<file path="config.mk">
export PLATFORM = sky130hd
export DESIGN_NAME = qspi_core
export DESIGN_NICKNAME = d
export VERILOG_FILES = /design/src/verilog/qspi_pkg.sv /design/src/verilog/qspi_csr.sv /design/src/verilog/qspi_sequencer.sv /design/src/verilog/qspi_shifter.sv /design/src/verilog/qspi_core.sv
export SDC_FILE = /design/constraint.sdc
export NUM_CORES = 1
export LEC_CHECK = 0
export ABC_AREA = 1
export BUFFER_PORTS_ARGS = -buffer_cell sky130_fd_sc_hd__buf_2
export CORE_ASPECT_RATIO = 0.9
export CORE_MARGIN = 1
export CORE_UTILIZATION = 42
export DETAILED_ROUTE_END_ITERATION = 12
export GPL_TIMING_DRIVEN = 0
export HOLD_SLACK_MARGIN = 0.05
export PLACE_DENSITY = 0.63
export SYNTH_ARGS = -nofsm -noshare
export SYNTH_HDL_FRONTEND = slang
export SYNTH_SLANG_ARGS = --single-unit
</file>
<file path="constraint.sdc">
create_clock -name clk_i -period 5.9 [get_ports clk_i]
set_input_delay 0 -clock clk_i [delete_from_list [all_inputs] [get_ports clk_i]]
set_output_delay 0 -clock clk_i [all_outputs]
set_load 0.01 [all_outputs]
</file>
<file path="src/verilog/qspi_pkg.sv">
// shared widths and encodings; phase bit counts above DATA_W are not supported, lanes are single-bit only
package qspi_pkg;

    // bus and datapath widths
    localparam int BUS_AW = 8;
    localparam int DATA_W = 32;
    localparam int CNT_W  = 6;
    localparam int CMD_W  = 8;

    // CTRL launch bits
    localparam int CTRL_READ_BIT  = 0;
    localparam int CTRL_WRITE_BIT = 1;
    localparam int CTRL_DUMMY_BIT = 2;

    // STATUS bits
    localparam int STATUS_BUSY_BIT = 0;

    // register offsets on the bus
    typedef enum logic [BUS_AW-1:0] {
        CSR_CYCLE  = 8'd0,
        CSR_WDATA  = 8'd4,
        CSR_RDATA  = 8'd8,
        CSR_ADDR   = 8'd12,
        CSR_CMD    = 8'd16,
        CSR_CTRL   = 8'd20,
        CSR_STATUS = 8'd24
    } csr_addr_e;

    typedef enum logic [2:0] {IDLE, CMD, ADDR, DUMMY, DATA} seq_state_e;

    // packed so that cmd_bits lands on bits 5:0 of the cycle register
    typedef struct packed {
        logic [CNT_W-1:0] dummy_bits;
        logic [CNT_W-1:0] rdata_bits;
        logic [CNT_W-1:0] wdata_bits;
        logic [CNT_W-1:0] addr_bits;
        logic [CNT_W-1:0] cmd_bits;
    } cycle_cfg_t;

    typedef struct packed {
        cycle_cfg_t        cfg;
        logic [CMD_W-1:0]  cmd;
        logic [DATA_W-1:0] addr;
        logic [DATA_W-1:0] wdata;
        logic              is_read;
        logic              use_dummy;
    } xfer_req_t;

    typedef struct packed {
        logic              load;
        logic [DATA_W-1:0] load_word;
        logic [CNT_W-1:0]  load_bits;
        logic              shift;
        logic              sample;
    } shift_ctl_t;

endpackage

</file>
<file path="src/verilog/qspi_csr.sv">
// register file; no bus back-pressure, CTRL reads as zero, a launch during busy is dropped
`timescale 1ns/100ps

module qspi_csr (
    input  logic                          clk_i,
    input  logic                          rst_ni,
    input  logic                          we_i,
    input  logic                          re_i,
    input  logic [qspi_pkg::BUS_AW-1:0]   addr_i,
    input  logic [qspi_pkg::DATA_W-1:0]   wdata_i,
    output logic [qspi_pkg::DATA_W-1:0]   rdata_o,
    output logic                          start_o,
    output qspi_pkg::xfer_req_t           req_o,
    input  logic                          busy_i,
    input  logic                          done_i,
    input  logic [qspi_pkg::DATA_W-1:0]   rx_word_i
);

    qspi_pkg::cycle_cfg_t          cycle_q;
    logic [qspi_pkg::DATA_W-1:0]   wdata_q;
    logic [qspi_pkg::DATA_W-1:0]   addr_q;
    logic [qspi_pkg::DATA_W-1:0]   rdata_q;
    logic [qspi_pkg::CMD_W-1:0]    cmd_q;
    logic [qspi_pkg::DATA_W-1:0]   rd_mux;
    logic                          ctrl_wr;

    assign ctrl_wr = we_i && (addr_i == qspi_pkg::CSR_CTRL);

    // read bit wins when both launch bits are set
    assign start_o = ctrl_wr && !busy_i
                     && (wdata_i[qspi_pkg::CTRL_READ_BIT] || wdata_i[qspi_pkg::CTRL_WRITE_BIT]);

    always_comb begin
        req_o.cfg       = cycle_q;
        req_o.cmd       = cmd_q;
        req_o.addr      = addr_q;
        req_o.wdata     = wdata_q;
        req_o.is_read   = wdata_i[qspi_pkg::CTRL_READ_BIT];
        req_o.use_dummy = wdata_i[qspi_pkg::CTRL_DUMMY_BIT];
    end

    always_ff @(posedge clk_i or negedge rst_ni) begin
        if (!rst_ni) begin
            cycle_q <= '0;
            wdata_q <= '0;
            addr_q  <= '0;
            cmd_q   <= '0;
            rdata_q <= '0;
        end else begin
            if (we_i) begin
                case (addr_i)
                    qspi_pkg::CSR_CYCLE: cycle_q <= wdata_i[$bits(cycle_q)-1:0];
                    qspi_pkg::CSR_WDATA: wdata_q <= wdata_i;
                    qspi_pkg::CSR_ADDR:  addr_q  <= wdata_i;
                    qspi_pkg::CSR_CMD:   cmd_q   <= wdata_i[qspi_pkg::CMD_W-1:0];
                    default: ;
                endcase
            end
            // read word lands here when the sequencer finishes
            if (done_i) begin
                rdata_q <= rx_word_i;
            end
        end
    end

    always_comb begin
        rd_mux = '0;
        case (addr_i)
            qspi_pkg::CSR_CYCLE:  rd_mux[$bits(cycle_q)-1:0] = cycle_q;
            qspi_pkg::CSR_WDATA:  rd_mux = wdata_q;
            qspi_pkg::CSR_RDATA:  rd_mux = rdata_q;
            qspi_pkg::CSR_ADDR:   rd_mux = addr_q;
            qspi_pkg::CSR_CMD:    rd_mux[qspi_pkg::CMD_W-1:0] = cmd_q;
            qspi_pkg::CSR_STATUS: rd_mux[qspi_pkg::STATUS_BUSY_BIT] = busy_i;
            default: ;
        endcase
    end

    // read data one cycle after re_i
    always_ff @(posedge clk_i or negedge rst_ni) begin
        if (!rst_ni) begin
            rdata_o <= '0;
        end else if (re_i) begin
            rdata_o <= rd_mux;
        end
    end

    a_start_accepted: assert property (
        @(posedge clk_i) disable iff (!rst_ni) start_o |=> busy_i
    ) else $error("launch not taken up by the sequencer");

endmodule

</file>
<file path="src/verilog/qspi_sequencer.sv">
// phase sequencer; one serial bit spans two clk_i cycles (mode 0), zero-count phases are skipped
`timescale 1ns/100ps

module qspi_sequencer (
    input  logic                  clk_i,
    input  logic                  rst_ni,
    input  logic                  start_i,
    input  qspi_pkg::xfer_req_t   req_i,
    output logic                  busy_o,
    output logic                  done_o,
    output qspi_pkg::shift_ctl_t  ctl_o,
    output logic                  sclk_o,
    output logic                  csb_o,
    output logic [3:0]            oeb_o
);

    qspi_pkg::seq_state_e          state_q;
    qspi_pkg::seq_state_e          nxt;
    qspi_pkg::xfer_req_t           req_q;
    qspi_pkg::xfer_req_t           cur_req;
    logic [qspi_pkg::CNT_W-1:0]    bit_cnt_q;
    logic                          half_q;
    logic                          tail_q;
    logic                          done_q;
    logic                          active;
    logic                          last_bit;
    logic                          enter;
    logic                          finish;
    logic                          drive;

    // fixed phase order before skipping
    function automatic qspi_pkg::seq_state_e following(qspi_pkg::seq_state_e s);
        case (s)
            qspi_pkg::IDLE:  return qspi_pkg::CMD;
            qspi_pkg::CMD:   return qspi_pkg::ADDR;
            qspi_pkg::ADDR:  return qspi_pkg::DUMMY;
            qspi_pkg::DUMMY: return qspi_pkg::DATA;
            default:         return qspi_pkg::IDLE;
        endcase
    endfunction

    function automatic logic [qspi_pkg::CNT_W-1:0] phase_bits(qspi_pkg::seq_state_e s,
                                                              qspi_pkg::xfer_req_t r);
        case (s)
            qspi_pkg::CMD:   return r.cfg.cmd_bits;
            qspi_pkg::ADDR:  return r.cfg.addr_bits;
            // writes never see a dummy phase
            qspi_pkg::DUMMY: return (r.is_read && r.use_dummy) ? r.cfg.dummy_bits : '0;
            qspi_pkg::DATA:  return r.is_read ? r.cfg.rdata_bits : r.cfg.wdata_bits;
            default:         return '0;
        endcase
    endfunction

    function automatic logic [qspi_pkg::DATA_W-1:0] phase_word(qspi_pkg::seq_state_e s,
                                                               qspi_pkg::xfer_req_t r);
        logic [qspi_pkg::DATA_W-1:0] word;
        word = '0;
        case (s)
            qspi_pkg::CMD:  word[qspi_pkg::CMD_W-1:0] = r.cmd;
            qspi_pkg::ADDR: word = r.addr;
            qspi_pkg::DATA: word = r.is_read ? '0 : r.wdata;
            default: ;
        endcase
        return word;
    endfunction

    function automatic qspi_pkg::seq_state_e next_phase(qspi_pkg::seq_state_e s,
                                                        qspi_pkg::xfer_req_t r);
        qspi_pkg::seq_state_e n;
        n = following(s);
        for (int i = 0; i < 4; i++) begin
            if (n != qspi_pkg::IDLE && phase_bits(n, r) == '0) begin
                n = following(n);
            end
        end
        return n;
    endfunction

    always_comb begin
        active   = (state_q != qspi_pkg::IDLE);
        // request comes straight from the bus while idle
        cur_req  = active ? req_q : req_i;
        last_bit = half_q && (bit_cnt_q == '0);
        enter    = active ? last_bit : start_i;
        nxt      = next_phase(state_q, cur_req);
        finish   = active && last_bit && (nxt == qspi_pkg::IDLE);
    end

    // load lands on the edge that opens the next phase
    always_comb begin
        ctl_o.load      = enter && (nxt != qspi_pkg::IDLE);
        ctl_o.load_word = phase_word(nxt, cur_req);
        ctl_o.load_bits = phase_bits(nxt, cur_req);
        ctl_o.shift     = active && half_q && !last_bit;
        ctl_o.sample    = (state_q == qspi_pkg::DATA) && req_q.is_read && !half_q;
    end

    always_ff @(posedge clk_i or negedge rst_ni) begin
        if (!rst_ni) begin
            state_q   <= qspi_pkg::IDLE;
            half_q    <= 1'b0;
            bit_cnt_q <= '0;
            tail_q    <= 1'b0;
            done_q    <= 1'b0;
        end else begin
            if (enter) begin
                state_q <= nxt;
            end
            half_q <= active ? ~half_q : 1'b0;
            if (ctl_o.load) begin
                bit_cnt_q <= ctl_o.load_bits - 1'b1;
            end else if (active && half_q) begin
                bit_cnt_q <= bit_cnt_q - 1'b1;
            end
            // busy lingers one cycle past chip select
            tail_q <= finish;
            done_q <= finish && req_q.is_read;
        end
    end

    always_ff @(posedge clk_i) begin
        if (!active && start_i) begin
            req_q <= req_i;
        end
    end

    always_comb begin
        drive = (state_q == qspi_pkg::CMD) || (state_q == qspi_pkg::ADDR)
                || ((state_q == qspi_pkg::DATA) && !req_q.is_read);
        oeb_o = drive ? 4'b0000 : 4'b1111;
    end

    assign busy_o = active || tail_q;
    assign done_o = done_q;
    assign csb_o  = !active;
    assign sclk_o = active && half_q;

    a_csb_rise_on_last_bit: assert property (
        @(posedge clk_i) disable iff (!rst_ni) $rose(csb_o) |-> $past(last_bit)
    ) else $error("chip select rose before the last bit completed");

    a_sclk_low_idle: assert property (
        @(posedge clk_i) disable iff (!rst_ni) !active |-> !half_q
    ) else $error("serial clock phase left high in IDLE");

endmodule

</file>
<file path="src/verilog/qspi_shifter.sv">
// single-lane shifter, MSB first; load fields wider than DATA_W bits are not supported
`timescale 1ns/100ps

module qspi_shifter (
    input  logic                          clk_i,
    input  logic                          rst_ni,
    input  qspi_pkg::shift_ctl_t          ctl_i,
    input  logic                          rx_bit_i,
    output logic                          tx_bit_o,
    output logic [qspi_pkg::DATA_W-1:0]   rx_word_o
);

    logic [qspi_pkg::DATA_W-1:0] tx_q;
    logic [qspi_pkg::DATA_W-1:0] rx_q;
    logic [qspi_pkg::DATA_W-1:0] tx_aligned;

    // move the right-aligned field up so its top bit leaves first
    always_comb begin
        tx_aligned = ctl_i.load_word << (qspi_pkg::DATA_W - int'(ctl_i.load_bits));
    end

    always_ff @(posedge clk_i or negedge rst_ni) begin
        if (!rst_ni) begin
            tx_q <= '0;
        end else if (ctl_i.load) begin
            tx_q <= tx_aligned;
        end else if (ctl_i.shift) begin
            tx_q <= {tx_q[qspi_pkg::DATA_W-2:0], 1'b0};
        end
    end

    // receive side, cleared per phase so N sampled bits end right-aligned
    always_ff @(posedge clk_i) begin
        if (ctl_i.load) begin
            rx_q <= '0;
        end else if (ctl_i.sample) begin
            rx_q <= {rx_q[qspi_pkg::DATA_W-2:0], rx_bit_i};
        end
    end

    assign tx_bit_o  = tx_q[qspi_pkg::DATA_W-1];
    assign rx_word_o = rx_q;

endmodule

</file>
<file path="src/verilog/qspi_core.sv">
// serial flash controller top; single-lane only, lanes 1 to 3 of qspi_o are held at zero
`timescale 1ns/100ps

module qspi_core (
    input  logic                          clk_i,
    input  logic                          rst_ni,
    // register bus
    input  logic                          we_i,
    input  logic                          re_i,
    input  logic [qspi_pkg::BUS_AW-1:0]   addr_i,
    input  logic [qspi_pkg::DATA_W-1:0]   wdata_i,
    output logic [qspi_pkg::DATA_W-1:0]   rdata_o,
    // flash pins
    output logic                          qsclk_o,
    output logic                          qcsb_o,
    input  logic [3:0]                    qspi_i,
    output logic [3:0]                    qspi_o,
    output logic [3:0]                    qspi_oeb
);

    qspi_pkg::xfer_req_t           req;
    qspi_pkg::shift_ctl_t          ctl;
    logic                          start;
    logic                          busy;
    logic                          done;
    logic                          tx_bit;
    logic [qspi_pkg::DATA_W-1:0]   rx_word;

    qspi_csr u_csr (
        .clk_i     (clk_i),
        .rst_ni    (rst_ni),
        .we_i      (we_i),
        .re_i      (re_i),
        .addr_i    (addr_i),
        .wdata_i   (wdata_i),
        .rdata_o   (rdata_o),
        .start_o   (start),
        .req_o     (req),
        .busy_i    (busy),
        .done_i    (done),
        .rx_word_i (rx_word)
    );

    qspi_sequencer u_sequencer (
        .clk_i   (clk_i),
        .rst_ni  (rst_ni),
        .start_i (start),
        .req_i   (req),
        .busy_o  (busy),
        .done_o  (done),
        .ctl_o   (ctl),
        .sclk_o  (qsclk_o),
        .csb_o   (qcsb_o),
        .oeb_o   (qspi_oeb)
    );

    // flash output arrives on lane 1
    qspi_shifter u_shifter (
        .clk_i     (clk_i),
        .rst_ni    (rst_ni),
        .ctl_i     (ctl),
        .rx_bit_i  (qspi_i[1]),
        .tx_bit_o  (tx_bit),
        .rx_word_o (rx_word)
    );

    assign qspi_o = {3'b000, tx_bit};

endmodule

</file>
==> impl_metrics.toml <==
[outcome]
outcome = "completed"

[power_and_ir_drop]
power_density_nw_per_um2 = 400
p_int_w = 0.00482
p_sw_w = 0.00329
seqPwrFrac_pct = 33.0
switching_share_pct = 40.5
leakage_nw = 8.89
p_total_w = 0.00810
p_comb_share_pct = 37.4
peakVddDrop_uv = 198
p_clk_share_pct = 29.6

[sta]
tightest_slew_ns = 1.16
setup_viol = 0
setup-tns-final_ns = 0
final.setup_skew_ns = 0.0179
hold_viol_final = 0
slew_headroom_pct = 21.4
drv_slew = 0
period_minus_slack_ns = 5.50
timing.fmax_mhz = 182
min_period_over_period_pct = 93.3

[cts]
cts_sinks = 346
clk_latency_ns = 0.56
clkTransAtPathRegs_ns = 0.06
cts-buffers-inserted = 37
htree_levels = 2
cts-root-buf = "clkbuf_16"
cts_tree = "yes"
clockBufferDepth = 3

[logic_synthesis]
ys.flop_type = "dfrtp_1"
synth_area_leader_cell = "dfrtp_1"
synth_seq_area_share_pct = 52.0
postSynthAreaPerCell_um2 = 8.08
ys_seq_elements = 346
synth_area_leaders = "dfrtp_1 30%, edfxtp_1 18%, nand2_1 9.8%, nand3_1 9.3%, o21ai_0 8.5%"
synth_edf_count = 104
synth_top_area_share_pct = 30.3
ys_async_sr_fraction_pct = 60.7
synthDistinctLibCells = 52
netlist_area_um2 = 17300
yosysWarningCount = 0
synth_cells = 2145

[detailed_routing]
num_vias = 16200
drc = 0
final_antenna_net_count = 0
drt-pass1-iter-count = 7
routed_wl_um = 59700
viasPerCell = 5.61
dr.first_iter.drc_count = 1676
wl_per_cell_um = 20.7

[layout]
drive_above_1_share_pct = 10.3
layout_commonest_cell = "nand2_1"
utilization_pct = 49.9
final_nets = 2361
syn_to_final_growth_pct = 17.0
final_cell_mix = "454 x nand2_1, 316 x nand3_1, 287 x o21ai_0, 209 x dfrtp_1, 191 x inv_1"
fillers = 3912

[placement]
gp_congestion = 0.928
port_buffers = 83
dp_hpwl_um = 44900

[worst_setup_path]
reg2reg_slack_ns = 0.40
r2r-start = "u_sequencer.state_q[0]"
cp_slowest_cell = "buf_1"
timing.critical_path.mode_cell = "nand2_1"
rr_worst_depth = 32
setup.worst_path.class = "reg -> reg"
start_kind = "register"
critical-path-max-stage-delay_ns = 0.50
cp-end-kind = "register"
cp.required_ns = 6.34
critPathMaxFanout = 10
r2r-end = "u_shifter.tx_q[31]"
endpoint = "u_shifter.tx_q[31]"
crit_start = "u_sequencer.state_q[0]"
cp_data_arrival_time_ns = 5.95

[floorplan]
core_um2 = 40600
rows = 70
ios = 90
fp.dieW_um = 216
dieArea_um2 = 42100
initial_utilization_pct = 42.7
die-height_um = 195

[grt]
grt_pass1_vias = 15500
grt.overflow.total = 0
grt_max_degree = 122
antenna_found_initial = 1
grt_pass1_wl_um = 92200
track_usage_pct = 28.6

[flow_run]
drv_cap = 0

[worst_hold_path]
min_path_type = "in -> async"
==> critical path: cells and delay by family, from the launching register on <==
kind / cells / cell delay (ns)
flops: 1 / 0.44
buf+inv: 6 / 1.23
compound gates: 5 / 0.87
simple gates: 20 / 2.44
fa+ha+maj: 1 / 0.35
==> synthesized netlist by cell type, types with 5 or more instances <==
cell type	count
dfrtp_1	210
nand2_1	454
dfxtp_1	32
nand3_1	322
a21oi_1	55
nor3_1	5
o31ai_1	22
o21ai_1	22
nand2_2	6
inv_2	11
inv_1	192
nand4_1	15
buf_4	11
buf_2	16
nor2_4	5
clkbuf_1	91
nand3_2	5
nor2_1	156
o21ai_0	295
buf_1	17
edfxtp_1	104
o211ai_1	5
o22ai_1	28
a211oi_1	17
==> cells by family (layout without fill, tap and decap cells) <==
logic type | after synthesis | after routing | synth area share, %
simple gates | 977 | 977 | 24.5
flops | 346 | 346 | 52.0
compound gates | 467 | 467 | 14.9
buf+inv | 343 | 536 | 7.92
fa+ha+maj | 2 | 2 | 0.144
other cells | 1 | 4 | 0.0216
mux | 7 | 7 | 0.433
xor+xnor | 2 | 2 | 0.101
==> through the flow <==
step | worst slack [ns] | instance area [um^2] | std cells | hold slack, ns
after floorplan | 1.44 | 17300 | 2147 | -0.296
after CTS | 0.00460 | 20100 | 2876 | 0.108
after global routing | -0.0321 | 20300 | 2880 | 0.152
after global placement | -0.490 | 18400 | 2770 | 0.226
final | 0.395 | 20300 | 2881 | 0.0742
after detailed placement | -0.565 | 18500 | 2772 | 0.101
==> how the worst min path moves through the flow <==
stage	slack (ns)	end	cells after the start	from
global route	0.15	u_sequencer.half_q	2	rst_ni
finish	0.07	u_sequencer.half_q	2	rst_ni
global placement	0.23	u_csr.wdata_q[3]	3	wdata_i[3]
CTS	0.11	u_sequencer.bit_cnt_q[2]	2	rst_ni
detailed placement	0.10	u_sequencer.half_q	1	rst_ni
floorplan	-0.30	u_csr.addr_q[0]	0	rst_ni
==> registers in the layout (all words and copies together) (netlist names), 3 cells and up <==
name and flops:
u_csr.rdata_q 32, u_csr.cmd_q 8, u_sequencer.req_q 104, u_csr.req_o 30, u_sequencer.state_q 3, u_csr.rdata_o 32, u_shifter.rx_word_o 32, u_shifter.tx_q 32
u_sequencer.bit_cnt_q 6, u_csr.wdata_q 32, u_csr.addr_q 32
==> what timing repair did <==
action / CTS / global route
hold buffers: 36 / 0
endpoints found under the hold margin: 200 / 0
setup endpoints to repair: 32 / 32
setup buffers: 0 / 4
pin swaps: 0 / 2
resized for setup: 11 / 34
==> power by group through the flow <==
stage                     clock network [W]  logic (W)  registers (W)
final                               0.00240    0.00303        0.00267
after global routing                0.00252    0.00331        0.00269
after CTS                           0.00243    0.00289        0.00267
after detailed placement                  0    0.00285        0.00272
after global placement                    0    0.00285        0.00271
after floorplan                           0    0.00193        0.00269
==> layer usage <==
layer  track usage (%)  vias to the layer above  part of all wire [%]
li1                  -                     7576                     -
met1              39.7                     7789                    43
met2              44.6                      714                    45
met3              6.03                       97                   8.9
met4              9.49                        0                   2.9
met5                 0                        -                     0
==> area by class of cell <==
class | count | area (um^2) | share of cell area (%)
plain buffers | 138 | 619 | 3.05
well taps | 540 | 676 | 3.33
diodes | 1 | 2.50 | 0.0123
clock inverters | 14 | 128 | 0.629
inverters | 205 | 778 | 3.84
repair buffers | 125 | 871 | 4.29
multi-input cells | 1458 | 7060 | 34.8
flip-flops and latches | 346 | 9020 | 44.5
clock buffers | 54 | 1120 | 5.55
Note: power is estimated with default switching activity, not from simulation.
